File: config.mk
export PLATFORM = sky130hd
export DESIGN_NAME = piTop
export DESIGN_NICKNAME = d
export VERILOG_FILES = /design/src/piPkg.sv /design/src/piCycleIf.sv /design/src/piLevelRegs.sv /design/src/piPriority.sv /design/src/piCycleSeq.sv /design/src/piTop.sv
export SDC_FILE = /design/constraint.sdc
export NUM_CORES = 1
export LEC_CHECK = 0
export BUFFER_PORTS_ARGS = -buffer_cell sky130_fd_sc_hd__buf_4
export CAP_MARGIN = 20
export CORE_MARGIN = 5
export CORE_UTILIZATION = 48
export CTS_CLUSTER_DIAMETER = 150
export CTS_CLUSTER_SIZE = 25
export DETAILED_ROUTE_END_ITERATION = 12
export PLACE_DENSITY = 0.9
export SYNTH_ARGS = -nofsm -noshare
export SYNTH_HDL_FRONTEND = slang
export SYNTH_HIERARCHICAL = 1
export SYNTH_SLANG_ARGS = --single-unit
File: constraint.sdc
create_clock -name clk -period 3.3 [get_ports clk]
set_clock_uncertainty 0.05 [all_clocks]
set_input_delay 0.33 -clock clk [delete_from_list [all_inputs] [get_ports clk]]
set_output_delay 0.33 -clock clk [all_outputs]
set_load 0.01 [all_outputs]
File: src/piPkg.sv
package piPkg;

  // Bit 0 is the most significant bit
  typedef logic [0:17] piWord;

  typedef logic [1:7] piMask;   // One bit per level
  typedef logic [2:0] piLevel;  // 1 highest, 7 lowest, 0 none

  typedef enum logic [1:0] {
    seqIdle,
    seqRequest,
    seqDone
  } piSeqState;

  localparam int piTimeoutCycles = 8;

  typedef logic [$clog2(piTimeoutCycles + 1)-1:0] piWaitCount;

  // Lowest-numbered set bit or 0 for an empty mask
  function automatic piLevel firstLevel(piMask m);
    piLevel lvl;
    lvl = '0;
    for (int n = 7; n >= 1; n--) begin
      if (m[n]) lvl = piLevel'(n);
    end
    return lvl;
  endfunction

  function automatic piMask levelMask(piLevel lvl);
    piMask m;
    m = '0;
    for (int n = 1; n <= 7; n++) begin
      if (lvl == piLevel'(n)) m[n] = 1'b1;
    end
    return m;
  endfunction

endpackage

File: src/piCycleIf.sv
interface piCycleIf;
  import piPkg::*;

  logic   reqValid;   // Winner outranks every held level
  piLevel reqLevel;
  logic   cycleDone;  // One cycle, at the end of a bus cycle
  piLevel doneLevel;

  modport arb (
    output reqValid,
    output reqLevel
  );

  modport hold (
    input cycleDone,
    input doneLevel
  );

  modport seq (
    input  reqValid,
    input  reqLevel,
    output cycleDone,
    output doneLevel
  );

endinterface

File: src/piLevelRegs.sv
module piLevelRegs (
  input  logic          clk,
  input  logic          RESET,
  input  logic          conoPi,
  input  logic          conoApr,
  input  logic          piDismiss,
  input  piPkg::piWord  iobData,
  output piPkg::piMask  on,
  output piPkg::piMask  gen,
  output piPkg::piMask  held,
  output logic          active,
  output piPkg::piLevel aprPia,
  piCycleIf.hold        cyc
);
  import piPkg::*;

  piMask sel;
  logic  sysClr;
  logic  genClr;
  logic  genSet;
  logic  onSet;
  logic  onClr;
  logic  actClr;
  logic  actSet;
  piMask dismissMask;
  piMask doneMask;

  // CONO PI decode
  always_comb begin
    sel    = iobData[11:17];
    sysClr = conoPi & iobData[5];
    genClr = conoPi & iobData[4];
    genSet = conoPi & iobData[6];
    onSet  = conoPi & iobData[7];
    onClr  = conoPi & iobData[8];
    actClr = conoPi & iobData[9];
    actSet = conoPi & iobData[10];
  end

  // Dismiss drops the highest-priority level in progress
  assign dismissMask = {7{piDismiss}} & levelMask(firstLevel(held));
  assign doneMask    = {7{cyc.cycleDone}} & levelMask(cyc.doneLevel);

  always_ff @(posedge clk) begin
    if (RESET || sysClr) begin
      on     <= '0;
      gen    <= '0;
      held   <= '0;
      active <= 1'b0;
    end else begin
      // Clear wins over set
      on   <= (on | ({7{onSet}} & sel)) & ~({7{onClr}} & sel);
      gen  <= (gen | ({7{genSet}} & sel)) & ~({7{genClr}} & sel);
      held <= (held & ~dismissMask) | doneMask;
      if (actClr) begin
        active <= 1'b0;
      end else if (actSet) begin
        active <= 1'b1;
      end
    end
  end

  // APR PIA from CONO APR bits 15-17
  always_ff @(posedge clk) begin
    if (RESET) begin
      aprPia <= '0;
    end else if (conoApr) begin
      aprPia <= iobData[15:17];
    end
  end

endmodule

File: src/piPriority.sv
module piPriority (
  input  piPkg::piMask  on,
  input  piPkg::piMask  gen,
  input  piPkg::piMask  held,
  input  logic          active,
  input  piPkg::piMask  ioReq,
  input  logic          aprInterrupt,
  input  piPkg::piLevel aprPia,
  piCycleIf.arb         cyc
);
  import piPkg::*;

  piMask  aprMask;
  piMask  reqMask;
  piLevel winLevel;
  piLevel heldLevel;
  logic   outranks;

  // APR interrupt lands on the level in its PIA
  assign aprMask = {7{aprInterrupt}} & levelMask(aprPia);

  // Device and APR requests need the level on and GEN needs only ACTIVE
  assign reqMask = {7{active}} & (gen | (on & (ioReq | aprMask)));

  assign winLevel  = firstLevel(reqMask);
  assign heldLevel = firstLevel(held);

  // Equal or lower levels wait for the dismiss
  always_comb begin
    if (heldLevel == 3'd0) begin
      outranks = 1'b1;
    end else begin
      outranks = winLevel < heldLevel;
    end
  end

  assign cyc.reqLevel = winLevel;
  assign cyc.reqValid = (winLevel != 3'd0) && outranks;

endmodule

File: src/piCycleSeq.sv
module piCycleSeq (
  input  logic          clk,
  input  logic          RESET,
  input  logic          busXfer,
  input  piPkg::piWord  busData,
  output logic          busReq,
  output piPkg::piLevel busLevel,
  output logic          piCycle,
  output piPkg::piWord  piVector,
  output logic          piTimeout,
  piCycleIf.seq         cyc
);
  import piPkg::*;

  piSeqState  state;
  piWaitCount waitCount;
  logic       timedOut;

  assign timedOut = waitCount == piWaitCount'(piTimeoutCycles);

  always_ff @(posedge clk) begin
    if (RESET) begin
      state     <= seqIdle;
      piTimeout <= 1'b0;
    end else begin
      piTimeout <= 1'b0;
      case (state)
        seqIdle: begin
          if (cyc.reqValid) state <= seqRequest;
        end
        seqRequest: begin
          if (busXfer) begin
            state <= seqDone;
          end else if (timedOut) begin
            state     <= seqDone;
            piTimeout <= 1'b1;  // Lines up with piCycle
          end
        end
        default: state <= seqIdle;  // seqDone is a single cycle
      endcase
    end
  end

  // Granted level, wait count and vector
  always_ff @(posedge clk) begin
    case (state)
      seqIdle: begin
        waitCount <= '0;
        if (cyc.reqValid) busLevel <= cyc.reqLevel;
      end
      seqRequest: begin
        waitCount <= waitCount + 1'b1;
        if (busXfer) begin
          piVector <= busData;
        end else if (timedOut) begin
          piVector <= '0;  // No device answered
        end
      end
      default: ;
    endcase
  end

  assign busReq  = state == seqRequest;
  assign piCycle = state == seqDone;

  assign cyc.cycleDone = piCycle;
  assign cyc.doneLevel = busLevel;

endmodule

File: src/piTop.sv
module piTop (
  input  logic          clk,
  input  logic          RESET,
  input  logic          conoPi,
  input  logic          conoApr,
  input  logic          piDismiss,
  input  piPkg::piWord  iobData,
  input  piPkg::piMask  ioReq,
  input  logic          aprInterrupt,
  input  logic          busXfer,
  input  piPkg::piWord  busData,
  output logic          busReq,
  output piPkg::piLevel busLevel,
  output logic          piCycle,
  output piPkg::piLevel piCycleLevel,
  output piPkg::piWord  piVector,
  output logic          piTimeout,
  output piPkg::piWord  piStatus,
  output piPkg::piLevel aprPia
);
  import piPkg::*;

  piMask on;
  piMask gen;
  piMask held;
  logic  active;

  piCycleIf cyc ();

  piLevelRegs regs_i (
    .clk       (clk),
    .RESET     (RESET),
    .conoPi    (conoPi),
    .conoApr   (conoApr),
    .piDismiss (piDismiss),
    .iobData   (iobData),
    .on        (on),
    .gen       (gen),
    .held      (held),
    .active    (active),
    .aprPia    (aprPia),
    .cyc       (cyc.hold)
  );

  piPriority prio_i (
    .on           (on),
    .gen          (gen),
    .held         (held),
    .active       (active),
    .ioReq        (ioReq),
    .aprInterrupt (aprInterrupt),
    .aprPia       (aprPia),
    .cyc          (cyc.arb)
  );

  piCycleSeq seq_i (
    .clk       (clk),
    .RESET     (RESET),
    .busXfer   (busXfer),
    .busData   (busData),
    .busReq    (busReq),
    .busLevel  (busLevel),
    .piCycle   (piCycle),
    .piVector  (piVector),
    .piTimeout (piTimeout),
    .cyc       (cyc.seq)
  );

  // ON in 3-9, GEN in 10-16, ACTIVE in 17
  assign piStatus     = {3'b000, on, gen, active};
  assign piCycleLevel = cyc.doneLevel;

endmodule

After elaboration in Yosys (flattened, before gate mapping)
Index checks and enable logic that the tools add are counted.
W data, S select, Z words.
{"block": "word_totals", "register_bits": 53, "in_bits": 50, "output_inout_bits": 48, "wordCells": 122}
{"block": "classes", "add_sub_neg": 1, "order_cmp": 1, "n_eq_ne": 26, "mux": 44, "bitwise": 28, "n_reduce_logical": 12}
{"operator": "$and A7 B7 Y7", "n": 12}
{"operator": "$mux W3", "n": 14}
{"operator": "$eq A3 B3 Y1 const B", "n": 12}
{"operator": "$mux W18", "n": 2}
{"operator": "$or A7 B7 Y7", "n": 5}
{"operator": "$mux W1", "n": 23}
{"operator": "$not A7 Y7", "n": 3}
{"operator": "$eq A3 B2 Y1 const B", "n": 6}
{"operator": "$eq A3 B1 Y1 const B", "n": 3}
{"operator": "$pmux W4 S2", "n": 1}
{"operator": "$and A1 B1 Y1", "n": 7}
{"operator": "$mux W2", "n": 3}
{"operator": "$reduce_and A2 Y1", "n": 3}
{"operator": "$add A4 B1 Y4 const B", "n": 1}
{"operator": "$eq A4 B4 Y1 const B", "n": 1}
{"operator": "$pmux W2 S2", "n": 1}
{"operator": "$reduce_bool A2 Y1", "n": 2}
{"operator": "$logic_not A3 Y1", "n": 1}
{"operator": "$lt A3 B3 Y1", "n": 1}
{"operator": "$ne A3 B2 Y1 const B", "n": 1}
{"operator": "$reduce_bool A3 Y1", "n": 1}
{"operator": "$reduce_or A3 Y1", "n": 1}
{"operator": "$eq A2 B1 Y1 const B", "n": 1}
{"operator": "$eq A2 B2 Y1 const B", "n": 1}
{"operator": "other kinds (6)", "n": 6}

Depth between registers and ports, before layout
Gate-level depths: netlist of the first run.
{"block": "depth", "depth_word": 19, "depth_mapped": 13, "mapped_depth_nobuf": 13}

Hierarchy
Netlist of the first run, hierarchy kept.
{"mod": "piCycleSeq", "n_inst": 1, "cells_each": 77, "area_per_inst_um2": 1121.1, "seq_area_each_um2": 810.8}
{"mod": "piLevelRegs", "n_inst": 1, "cells_each": 92, "area_per_inst_um2": 947.2, "seq_area_each_um2": 500.5}
{"mod": "piPriority", "n_inst": 1, "cells_each": 55, "area_per_inst_um2": 346.6, "seq_area_each_um2": 0.0}
{"mod": "piTop", "n_inst": 1, "cells_each": 5, "area_per_inst_um2": 33.8, "seq_area_each_um2": 0.0}

Worst setup path after synthesis of the first run
No wires, ideal clock.
{"block": "synth_timing", "path_kind": "register -> register", "from": "register regs_i.aprPia[0]", "to": "register seq_i.busLevel[0], enable pin", "setup_ps": 362, "arrival_time_ps": 2446, "t_required_ps": 2888, "slack_ps": 442, "stages_incl_launch_ff": 12, "n_path_buf": 0, "synth_period_minus_slack_ps": 2858, "cell_sequence": "dfxtp_1 -> nor2b_1 -> a21o_1 -> a21oi_1 -> nand2_1 -> nor3_1 -> ha_1 -> a21oi_1 -> o21ai_0 -> a41oi_2 -> o221a_2 -> nor3b_1"}
{"block": "synth_between", "elab_chain_len": 18, "word_cells_on_any_way": 31, "cone_classes": "order compare: 1; eq/ne: 7; mux: 15; bitwise: 5; reduce/logical: 3"}
{"element": "start: declaration", "line": "piLevelRegs.sv:12", "source": "output piPkg::piLevel aprPia,"}
{"element": "start signal: assignment", "line": "piLevelRegs.sv:68", "source": "aprPia <= iobData[15:17];"}
{"element": "$eq A3 B3 Y1", "line": "piPkg.sv:33", "source": "if (lvl == piLevel'(n)) m[n] = 1'b1;"}
{"element": "$mux W1", "line": "piPkg.sv:33"}
{"element": "$and A7 B7 Y7 (*)", "line": "piPriority.sv:20", "source": "assign aprMask = {7{aprInterrupt}} & levelMask(aprPia);"}
{"element": "$or A7 B7 Y7 (*)", "line": "piPriority.sv:23", "source": "assign reqMask = {7{active}} & (gen | (on & (ioReq | aprMask)));"}
{"element": "$and A7 B7 Y7 (*)", "line": "piPriority.sv:23"}
{"element": "$or A7 B7 Y7 (*)", "line": "piPriority.sv:23"}
{"element": "$and A7 B7 Y7 (*)", "line": "piPriority.sv:23"}
{"element": "$mux W3 (6 in a row)", "line": "piPkg.sv:24", "source": "if (m[n]) lvl = piLevel'(n);"}
{"element": "$mux W3 (*)", "line": "piPkg.sv:24"}
{"element": "named net cyc.reqLevel[2]", "line": "piCycleIf.sv:5", "source": "piLevel reqLevel;"}
{"element": "$lt A3 B3 Y1", "line": "piPriority.sv:33", "source": "outranks = winLevel < heldLevel;"}
{"element": "$mux W1", "line": "piPriority.sv:30", "source": "if (heldLevel == 3'd0) begin"}
{"element": "$logic_and A1 B1 Y1 (*)", "line": "piPriority.sv:38", "source": "assign cyc.reqValid = (winLevel != 3'd0) && outranks;"}
{"element": "named net cyc.reqValid", "line": "piCycleIf.sv:4", "source": "logic reqValid;"}
{"element": "$reduce_and A2 Y1 (no source line) (*)"}
{"element": "end signal: assignment", "line": "piCycleSeq.sv:49", "source": "if (cyc.reqValid) busLevel <= cyc.reqLevel;"}
{"element": "end: declaration", "line": "piCycleSeq.sv:7", "source": "output piPkg::piLevel busLevel,"}
Mark *: on every way through the listed nets, which the timed path passes. The rest lies on a longest branch.
A chain may end at the register's enable or synchronous reset.

Worst setup path after layout of the first run
{"block": "layout_timing", "from": "register regs_i.aprPia[2]", "to": "register seq_i.busLevel[0], enable pin"}
The elaborated chain is that of the path after synthesis.

==> results.py, run 1 <==
metrics = {
    "setup_path": {
        "cp-end-kind": "flip-flop",
        "start_kind": "flip-flop",
        "crit_path_max_fanout": 5,
        "critPathArrivalTime_ns": 2.97,
        "required_ns": 3.28,
        "crit_type": "flip-flop to flip-flop",
    },
    "logic_synthesis": {
        "syn_area_per_cell_sq_um": 10.7,
        "yosysTopAreaCell": "edfxtp_1",
        "ys_seq_elements": 53,
        "synth_cells": 229,
        "ys_top_cells_by_area": "edfxtp_1 (31%), dfxtp_1 (23%), a311oi_1 (5.0%), and2_1 (4.6%), a31oi_1 (3.8%)",
        "netlist-cell-type-count": 47,
        "yosysWarnings": 6,
        "ys_seq_area_share_pct": 53.6,
        "synthDominantCellAreaShare_pct": 30.7,
        "netlist_area_sq_um": 2450,
    },
    "timing": {
        "tns_ns": 0,
        "min_period_ns": 2.98,
        "worstMarginPinSlew_ns": 0.798,
        "setup-violations-final": 0,
        "rsz0062_at_grt": "false",
        "fin_ws_ns": 0.317,
        "holdWs_ns": 0.151,
        "fmax_mhz": 335,
        "maxSlewViolCount": 0,
        "slew_headroom_pct": 46.8,
        "hold_viol": 0,
        "fin_crit_sh_pct": 90.4,
    },
    "finish": {
        "diodes": 0,
        "final_nets": 369,
        "multi_input_area_sq_um": 1030,
        "synthToLayoutAreaGrowth_pct": 32.5,
        "fillers": 393,
        "finish.instance_area_sq_um": 3250,
        "seq_area_sq_um": 1310,
        "final_layout_size_suffix_gt1_share_pct": 35.8,
    },
    "clocking": {
        "postCtsSetupBuffers": 0,
        "htree_num_levels": 2,
        "cts-buffers-inserted": 5,
        "clk_pin_slew_ns": 0.10,
        "clk_latency_ns": 0.31,
        "cts_tree": "done",
        "hold_buffers": 0,
        "clockRootBuffer": "clkbuf_8",
        "clockBufferDepth": 2,
        "post_cts_resized": 0,
        "cts.sinks": 53,
    },
    "power": {
        "vdd_drop_max_uv": 240,
        "powerDensity_nw_per_um2": 378,
        "leakage_nw": 1.34,
    },
    "place": {
        "dp_slack_ns": 0.211,
        "place_hpwl_mm": 4.55,
        "placed_area_sq_um": 3150,
        "portBuffers": 90,
        "routabilityCongestion": 0.835,
    },
    "global_route": {
        "grt_use_total_pct": 18.8,
        "grt_pass1_vias": 2028,
        "grt_first_pass_wirelength_mm": 9.52,
        "antenna_found_initial": 0,
        "grt_max_degree": 32,
        "grt-ovfl-total": 0,
    },
    "floorplan": {
        "initial_core_util_pct": 48.6,
        "io_pins": 98,
        "die_h_um": 81.4,
        "dieArea_sq_um": 6630,
        "core-area_sq_um": 5040,
        "rows": 26,
        "die_w_um": 81.4,
    },
    "drt": {
        "via_count": 2096,
        "drt-wirelength-per-cell_um": 15.5,
        "ant_nets": 0,
        "drt_iter0_drc": 118,
        "drc": 0,
        "via_per_inst": 5.43,
        "drt_wl_total_mm": 5.99,
        "firstDrtPassIters": 4,
    },
    "hold_path": {
        "holdCritPathClass": "input pin to flip-flop",
    },
    "run_status": {
        "outcome": "finished, final reports clean",
    },
    "flow_run": {
        "max_cap_violations": 0,
    },
}
[placed cells by master (no fill, tap or decap), types with 3 or more instances in the layout]
master and n:
a21oi_1 15, and2_1 18, clkbuf_8 5, dfxtp_1 27, edfxtp_1 25, buf_4 92, nand2b_1 3, a21o_1 3
a31oi_1 15, inv_1 9, conb_1 3, nand3b_1 3, nor2_1 16, nor2b_1 6, ha_1 4, a311oi_1 14
o21ai_0 5, nand2_1 7, mux2i_1 4, nand3_1 6
[state kept, by name, indices dropped and copies added, names as in the netlist]
signal,cells
regs_i/active,1
regs_i/aprPia,3
regs_i/gen,7
regs_i/held,7
regs_i/on,7
seq_i/busLevel,3
seq_i/piTimeout,1
seq_i/piVector,18
seq_i/state,2
seq_i/waitCount,4
[cells in the mapped netlist (all sizes together)]
cell type / n
nand3b: 4
a41oi: 1
o21ai: 7
or3b: 1
and3: 1
a211oi: 2
nor3: 4
nand3: 6
nor4b: 1
nand2: 7
xnor2: 1
o221a: 1
a21boi: 1
edfxtp: 25
o31ai: 2
a21o: 3
a311oi: 14
nand2b: 3
a211o: 1
and2: 19
clkbuf: 5
dfxtp: 28
or4b: 1
buf: 10
ha: 4
o41ai: 1
conb: 1
inv: 9
nor2: 16
a31oi: 15
a21oi: 16
a22oi: 1
nor2b: 6
nor4: 1
a31o: 2
a32oi: 1
a32o: 1
nor3b: 1
nand4: 2
mux2i: 4
[final timing paths]
| check | start | endpoint | slack [ns] | cells past startpoint |
|---|---|---|---|---|
| worst max-delay path | regs_i/aprPia[2]$_SDFFE_PP0P_ | seq_i/busLevel[0]$_DFFE_PP_ | 0.32 | 12 |
| worst min-delay path | iobData[8] | regs_i/active$_SDFFE_PP0P_ | 0.15 | 2 |
| worst max register to register | regs_i/aprPia[2]$_SDFFE_PP0P_ | seq_i/busLevel[0]$_DFFE_PP_ | 0.32 | 12 |
| worst min register to register | regs_i/held[0]$_SDFF_PP0_ | regs_i/held[0]$_SDFF_PP0_ | 0.43 | 2 |
[stage by stage]
| step | std cells | utilization (%) | total power, mW |
|---|---|---|---|
| 2_1_floorplan | 231 | - | 0.797 |
| 3_3_place_gp | 378 | 62.4 | 0.873 |
| 3_5_place_dp | 378 | 62.4 | 0.878 |
| 4_1_cts | 386 | 64.2 | 1.24 |
| 5_1_grt | 386 | 64.4 | 1.29 |
| 6_report | 386 | 64.4 | 1.23 |
[cell families (layout without fill, tap and decap cells)]
kind of cell / count (synthesis) / after routing / synth area share [%]
multiplexers: 4 / 4 / 1.64
other: 1 / 3 / 0.153
adder cells (fa/ha/maj): 4 / 4 / 2.04
flip-flops: 53 / 53 / 53.6
AND/OR/NAND/NOR: 73 / 73 / 17.2
buffers and inverters: 24 / 109 / 4.91
XOR/XNOR: 1 / 1 / 0.358
AO/OA/AOI/OAI: 69 / 69 / 20.1
[cell type report]
type | count | share of cell area, %
inverters | 9 | 1.04
clock buffers | 5 | 2.12
well taps | 70 | 2.70
clock inverters | 3 | 0.694
multi-input cells | 154 | 31.7
flip-flops and latches | 53 | 40.4
repair buffers | 92 | 21.3
[power breakdown]
group | leakage [nW] | internal (mW) | switching [mW] | total (mW)
Combinational | 0.812 | 0.0785 | 0.0744 | 0.153
Sequential | 0.475 | 0.699 | 0.0133 | 0.713
Clock | 0.0481 | 0.151 | 0.210 | 0.360
[routing by layer]
metal / vias up / share of wire [%] / wire (um) / track usage, %
met4: 0 / 1.4 / 86 / 6.42
met5: - / 0 / 0 / 0
met3: 8 / 8.1 / 488 / 5.48
met1: 987 / 39 / 2330 / 21.8
met2: 75 / 52 / 3090 / 33.1
li1: 1026 / - / - / -
[critical path, stage by stage, from the launching register on]
cell and delay (ns):
dfxtp_1 0.44, nor2b_1 0.11, a31o_1 0.22, a21oi_1 0.27
nand2_1 0.14, nor3_2 0.23, ha_1 0.29, a21oi_1 0.13
o21ai_0 0.12, a41oi_2 0.17, o221a_2 0.20, nor3b_1 0.17
buf_4 0.16
(Power assumes the default switching activity.)
==> run 2: changes to the inputs <==
--- a/config.mk
+++ b/config.mk
@@ -8,11 +8,11 @@
 export BUFFER_PORTS_ARGS = -buffer_cell sky130_fd_sc_hd__buf_4
 export CAP_MARGIN = 20
 export CORE_MARGIN = 5
-export CORE_UTILIZATION = 48
+export CORE_UTILIZATION = 52
 export CTS_CLUSTER_DIAMETER = 150
 export CTS_CLUSTER_SIZE = 25
 export DETAILED_ROUTE_END_ITERATION = 12
-export PLACE_DENSITY = 0.9
+export PLACE_DENSITY = 0.95
 export SYNTH_ARGS = -nofsm -noshare
 export SYNTH_HDL_FRONTEND = slang
 export SYNTH_HIERARCHICAL = 1
==> constraint.sdc (replaced) <==
create_clock -name clk -period 3.8 [get_ports clk]
set_clock_uncertainty 0.05 [all_clocks]
set_input_delay 0.38 -clock clk [delete_from_list [all_inputs] [get_ports clk]]
set_output_delay 0.38 -clock clk [all_outputs]
set_load 0.01 [all_outputs]
==> results.py, run 2 (synthesis gave the netlist of run 1 again) <==
metrics = {
    "timing": {
        "slew_headroom_pct": 47.2,
        "fmax_mhz": 309,
        "hold_viol": 0,
        "min_period_ns": 3.24,
        "setup-violations-final": 0,
        "maxSlewViolCount": 0,
        "tns_ns": 0,
        "fin_crit_sh_pct": 85.2,
        "worstMarginPinSlew_ns": 0.791,
        "holdWs_ns": 0.201,
        "rsz0062_at_grt": "false",
    },
    "setup_path": {
        "cp_common_cell": "a21oi_1",
        "required_ns": 3.70,
        "crit_slowest_cell": "dfxtp_1",
        "cp-end-kind": "flip-flop",
        "r2r_setup_slack_ns": 0.56,
        "rr_startpoint": "regs_i/aprPia[0]$_SDFFE_PP0P_",
        "start_kind": "flip-flop",
        "slowest_delay_ns": 0.50,
        "crit_path_max_fanout": 8,
        "path_delay_family": "compound AO/OA/AOI/OAI gates",
        "crit_buf_inv": 0,
        "critPathArrivalTime_ns": 3.14,
        "reg2reg_to": "seq_i/busLevel[0]$_DFFE_PP_",
        "rr_worst_depth": 11,
        "crit_type": "flip-flop to flip-flop",
        "worstPathCellList": "nor2b_1, a21o_1, a21oi_1, nand2_1, nor3_1, ha_1, a21oi_1, o21ai_0, a41oi_2, o221a_2, nor3b_1",
    },
    "clocking": {
        "cts_tree": "done",
        "clockRootBuffer": "clkbuf_8",
        "clk_pin_slew_ns": 0.09,
        "clockBufferDepth": 2,
        "post_cts_resized": 0,
        "cts.sinks": 53,
        "clk_latency_ns": 0.31,
        "htree_num_levels": 2,
        "postCtsSetupBuffers": 0,
        "hold_buffers": 0,
        "cts-buffers-inserted": 5,
    },
    "hold_path": {
        "holdCritPathClass": "input pin to flip-flop",
        "hp-start": "iobData[8]",
        "hold_depth": 2,
        "hold_end": "regs_i/active$_SDFFE_PP0P_",
    },
    "power": {
        "switchingPower_uw": 255,
        "seqPwrFrac_pct": 54.9,
        "p_int_uw": 873,
        "swShare_pct": 22.6,
        "vdd_drop_max_uv": 235,
        "powerDensity_nw_per_um2": 349,
        "p_total_mw": 1.13,
        "leakage_nw": 1.34,
        "clkPwrFrac_pct": 33.4,
        "pwr-share-comb_pct": 11.8,
    },
    "run_status": {
        "outcome": "finished, final reports clean",
    },
    "floorplan": {
        "dieArea_sq_um": 6180,
        "die_h_um": 78.6,
        "initial_core_util_pct": 52.5,
        "die_w_um": 78.6,
        "rows": 25,
        "io_pins": 98,
        "core-area_sq_um": 4660,
    },
    "global_route": {
        "grt_first_pass_wirelength_mm": 9.85,
        "grt-ovfl-total": 0,
        "grt_use_total_pct": 20.6,
        "grt_pass1_vias": 2106,
        "antenna_found_initial": 0,
        "grt_max_degree": 32,
    },
    "place": {
        "portBuffers": 90,
        "place_hpwl_mm": 4.71,
        "routabilityCongestion": 0.803,
    },
    "flow_run": {
        "max_cap_violations": 0,
    },
    "finish": {
        "top_register": "seq_i/piVector",
        "final_common_cell": "buf_4",
        "largest_reg_flops": 18,
        "final_nets": 368,
        "final_layout_size_suffix_gt1_share_pct": 34.6,
        "diodes": 0,
        "synthToLayoutAreaGrowth_pct": 32.0,
        "layout_common_cells": "buf_4 (91), dfxtp_1 (28), edfxtp_1 (25)",
    },
    "drt": {
        "drt_wl_total_mm": 6.31,
        "via_count": 2164,
        "drc": 0,
        "drt-wirelength-per-cell_um": 17.1,
        "ant_nets": 0,
        "firstDrtPassIters": 4,
        "drt_iter0_drc": 176,
        "via_per_inst": 5.86,
    },
}
## run 2: cell count changes in the layout (fill, tap and decap cells not counted), sizes merged
| cell | change |
|---|---|
| clkinv | -2 |
| clkbuf | +1 |
| buf | -1 |
| bufinv | +1 |
## run 2: worst max path at each step
stage                             startpoint  cells after the start                           to  slack [ns]
2_1_floorplan                   aprInterrupt                     11  seq_i/busLevel[0]$_DFFE_PP_        0.94
4_1_cts        regs_i/aprPia[0]$_SDFFE_PP0P_                     11  seq_i/busLevel[2]$_DFFE_PP_        0.59
3_3_place_gp                    aprInterrupt                     12  seq_i/busLevel[2]$_DFFE_PP_        0.56
5_1_grt        regs_i/aprPia[0]$_SDFFE_PP0P_                     11  seq_i/busLevel[2]$_DFFE_PP_        0.31
6_report       regs_i/aprPia[0]$_SDFFE_PP0P_                     11  seq_i/busLevel[0]$_DFFE_PP_        0.56
3_5_place_dp                    aprInterrupt                     12  seq_i/busLevel[2]$_DFFE_PP_        0.53
## run 2: through the flow
stage / util, % / std cells / cell area (sq um) / setup WS (ns)
after floorplan: - / 231 / 2460 / 0.938
after global placement: 67.0 / 361 / 3120 / 0.563
after detailed placement: 67.0 / 361 / 3120 / 0.526
after CTS: 69.3 / 369 / 3230 / 0.589
after global routing: 69.3 / 369 / 3230 / 0.311
final: 69.3 / 369 / 3230 / 0.561
## run 2: layer usage
layer  global-route usage [%]  part of all wire [%]  wire length, um
met2                     37.4                    52             3290
met1                     22.4                    39             2440
met4                     10.1                   2.9              186
met3                     4.36                   6.1              386
met5                        0                     0                0
## run 2: area by class of cell
class | instances | area, sq um
Fill cell | 345 | 1430
Clock buffer | 6 | 72.6
Sequential cell | 53 | 1310
Tap cell | 54 | 67.6
Clock inverter | 2 | 38.8
Multi-Input combinational cell | 154 | 1020
Inverter | 9 | 33.8
Timing Repair Buffer | 91 | 683
## run 2: power groups by stage
stage | clock (mW) | combinational, mW | sequential, mW
global route | 0.405 | 0.145 | 0.620
CTS | 0.386 | 0.132 | 0.618
detailed placement | 0 | 0.132 | 0.631
global placement | 0 | 0.125 | 0.631
finish | 0.376 | 0.133 | 0.619
floorplan | 0 | 0.0589 | 0.633
==> run 3: changes to the inputs <==
--- a/config.mk
+++ b/config.mk
@@ -7,7 +7,7 @@
 export LEC_CHECK = 0
 export BUFFER_PORTS_ARGS = -buffer_cell sky130_fd_sc_hd__buf_4
 export CAP_MARGIN = 20
-export CORE_MARGIN = 5
+export CORE_MARGIN = 2
 export CORE_UTILIZATION = 52
 export CTS_CLUSTER_DIAMETER = 150
 export CTS_CLUSTER_SIZE = 25
==> results.py, run 3 (synthesis gave the netlist of run 1 again) <==
metrics = {
    "run_status": {
        "outcome": "finished, final reports clean",
    },
    "drt": {
        "drt_iter0_drc": 141,
        "drt_wl_total_mm": 5.73,
        "ant_nets": 0,
        "drc": 0,
        "via_per_inst": 5.77,
        "firstDrtPassIters": 4,
        "via_count": 2116,
        "drt-wirelength-per-cell_um": 15.6,
    },
    "global_route": {
        "grt_first_pass_wirelength_mm": 9.40,
        "grt-ovfl-total": 0,
        "grt_max_degree": 32,
        "antenna_found_initial": 0,
        "grt_pass1_vias": 2075,
        "grt_use_total_pct": 22.7,
    },
    "floorplan": {
        "die_w_um": 72.6,
        "initial_core_util_pct": 55.1,
        "io_pins": 98,
        "core-area_sq_um": 4440,
        "die_h_um": 72.6,
        "rows": 24,
        "dieArea_sq_um": 5270,
    },
    "setup_path": {
        "crit_path_max_fanout": 8,
        "rr_startpoint": "regs_i/aprPia[0]$_SDFFE_PP0P_",
        "path_delay_family": "compound AO/OA/AOI/OAI gates",
        "endpoint": "seq_i/busLevel[0]$_DFFE_PP_",
        "cp_common_cell": "a21oi_1",
        "r2r_setup_slack_ns": 0.51,
        "rr_worst_depth": 11,
        "slowest_delay_ns": 0.50,
        "start_kind": "flip-flop",
        "crit_type": "flip-flop to flip-flop",
        "critPathArrivalTime_ns": 3.19,
        "crit_slowest_cell": "dfxtp_1",
        "worstPathCellList": "nor2b_1, a21o_1, a21oi_1, nand2_1, nor3_1, ha_1, a21oi_1, o21ai_0, a41oi_2, o221a_2, nor3b_1",
        "critPathLaunch": "regs_i/aprPia[0]$_SDFFE_PP0P_",
        "cp-end-kind": "flip-flop",
        "required_ns": 3.70,
        "reg2reg_to": "seq_i/busLevel[0]$_DFFE_PP_",
        "crit_buf_inv": 0,
        "cp_num_cells": 11,
    },
    "finish": {
        "final_common_cell": "buf_4",
        "layout_common_cells": "buf_4 (91), dfxtp_1 (28), edfxtp_1 (25)",
        "finish.instance_area_sq_um": 3200,
        "top_register": "seq_i/piVector",
        "fillers": 326,
        "final_nets": 368,
        "synthToLayoutAreaGrowth_pct": 30.6,
        "final_layout_size_suffix_gt1_share_pct": 34.0,
        "largest_reg_flops": 18,
        "diodes": 0,
    },
    "hold_path": {
        "hold_depth": 2,
        "hp-start": "iobData[8]",
        "holdCritPathClass": "input pin to flip-flop",
    },
    "power": {
        "vdd_drop_max_uv": 193,
        "leakage_nw": 1.32,
        "powerDensity_nw_per_um2": 329,
        "p_total_mw": 1.05,
    },
    "place": {
        "place_hpwl_mm": 4.36,
        "dp_slack_ns": 0.504,
        "portBuffers": 90,
        "routabilityCongestion": 0.834,
        "placed_area_sq_um": 3120,
    },
    "timing": {
        "worstMarginPinSlew_ns": 0.718,
        "fin_ws_ns": 0.513,
        "setup-violations-final": 0,
        "hold_viol": 0,
        "fmax_mhz": 304,
        "min_period_ns": 3.29,
        "tns_ns": 0,
        "maxSlewViolCount": 0,
        "slew_headroom_pct": 52.2,
        "fin_crit_sh_pct": 86.5,
        "rsz0062_at_grt": "false",
    },
    "clocking": {
        "cts-buffers-inserted": 5,
        "htree_num_levels": 2,
        "post_cts_resized": 0,
        "clockBufferDepth": 2,
        "clk_latency_ns": 0.30,
        "postCtsSetupBuffers": 0,
        "clk_pin_slew_ns": 0.09,
        "clockRootBuffer": "clkbuf_8",
        "cts.sinks": 53,
        "cts_tree": "done",
        "hold_buffers": 0,
    },
    "flow_run": {
        "max_cap_violations": 0,
    },
}
-- run 3: changes by cell type in the layout (fill, tap and decap cells not counted), sizes merged --
cell,before,now
clkbuf,6,7
bufinv,1,0
-- run 3: worst min-delay path by stage --
stage                                         end  slack, ns
floorplan           regs_i/aprPia[0]$_SDFFE_PP0P_       0.40
global placement        regs_i/held[0]$_SDFF_PP0_       0.42
detailed placement      regs_i/held[0]$_SDFF_PP0_       0.43
CTS                    regs_i/active$_SDFFE_PP0P_       0.20
global route           regs_i/active$_SDFFE_PP0P_       0.20
finish                 regs_i/active$_SDFFE_PP0P_       0.20
-- run 3: through the flow --
step	utilization (%)	hold WS, ns	std cells
floorplan	-	0.402	231
global placement	70.2	0.415	359
detailed placement	70.2	0.435	359
CTS	72.0	0.196	367
global route	72.0	0.204	367
finish	72.0	0.198	367
-- run 3: layer usage --
layer / GRT usage [%] / wire [um] / up-vias
met1: 25.9 / 2320 / 995
met5: 0 / 0 / -
li1: - / - / 1026
met2: 40.1 / 2890 / 82
met3: 7.04 / 398 / 13
met4: 8.02 / 122 / 0
-- run 3: where the power goes --
group	total (mW)	internal (mW)	switching, mW
clock	0.303	0.129	0.174
sequential	0.619	0.607	0.0115
combinational	0.131	0.0675	0.0637
-- run 3: final cells by class --
| type | count | area [sq um] | area share [%] |
|---|---|---|---|
| flip-flops and latches | 53 | 1310 | 41.0 |
| multi-input cells | 154 | 1020 | 32.0 |
| repair buffers | 91 | 683 | 21.4 |
| clock buffers | 7 | 76.3 | 2.39 |
| well taps | 52 | 65.1 | 2.03 |
| inverters | 9 | 33.8 | 1.06 |
| clock inverters | 1 | 3.75 | 0.117 |
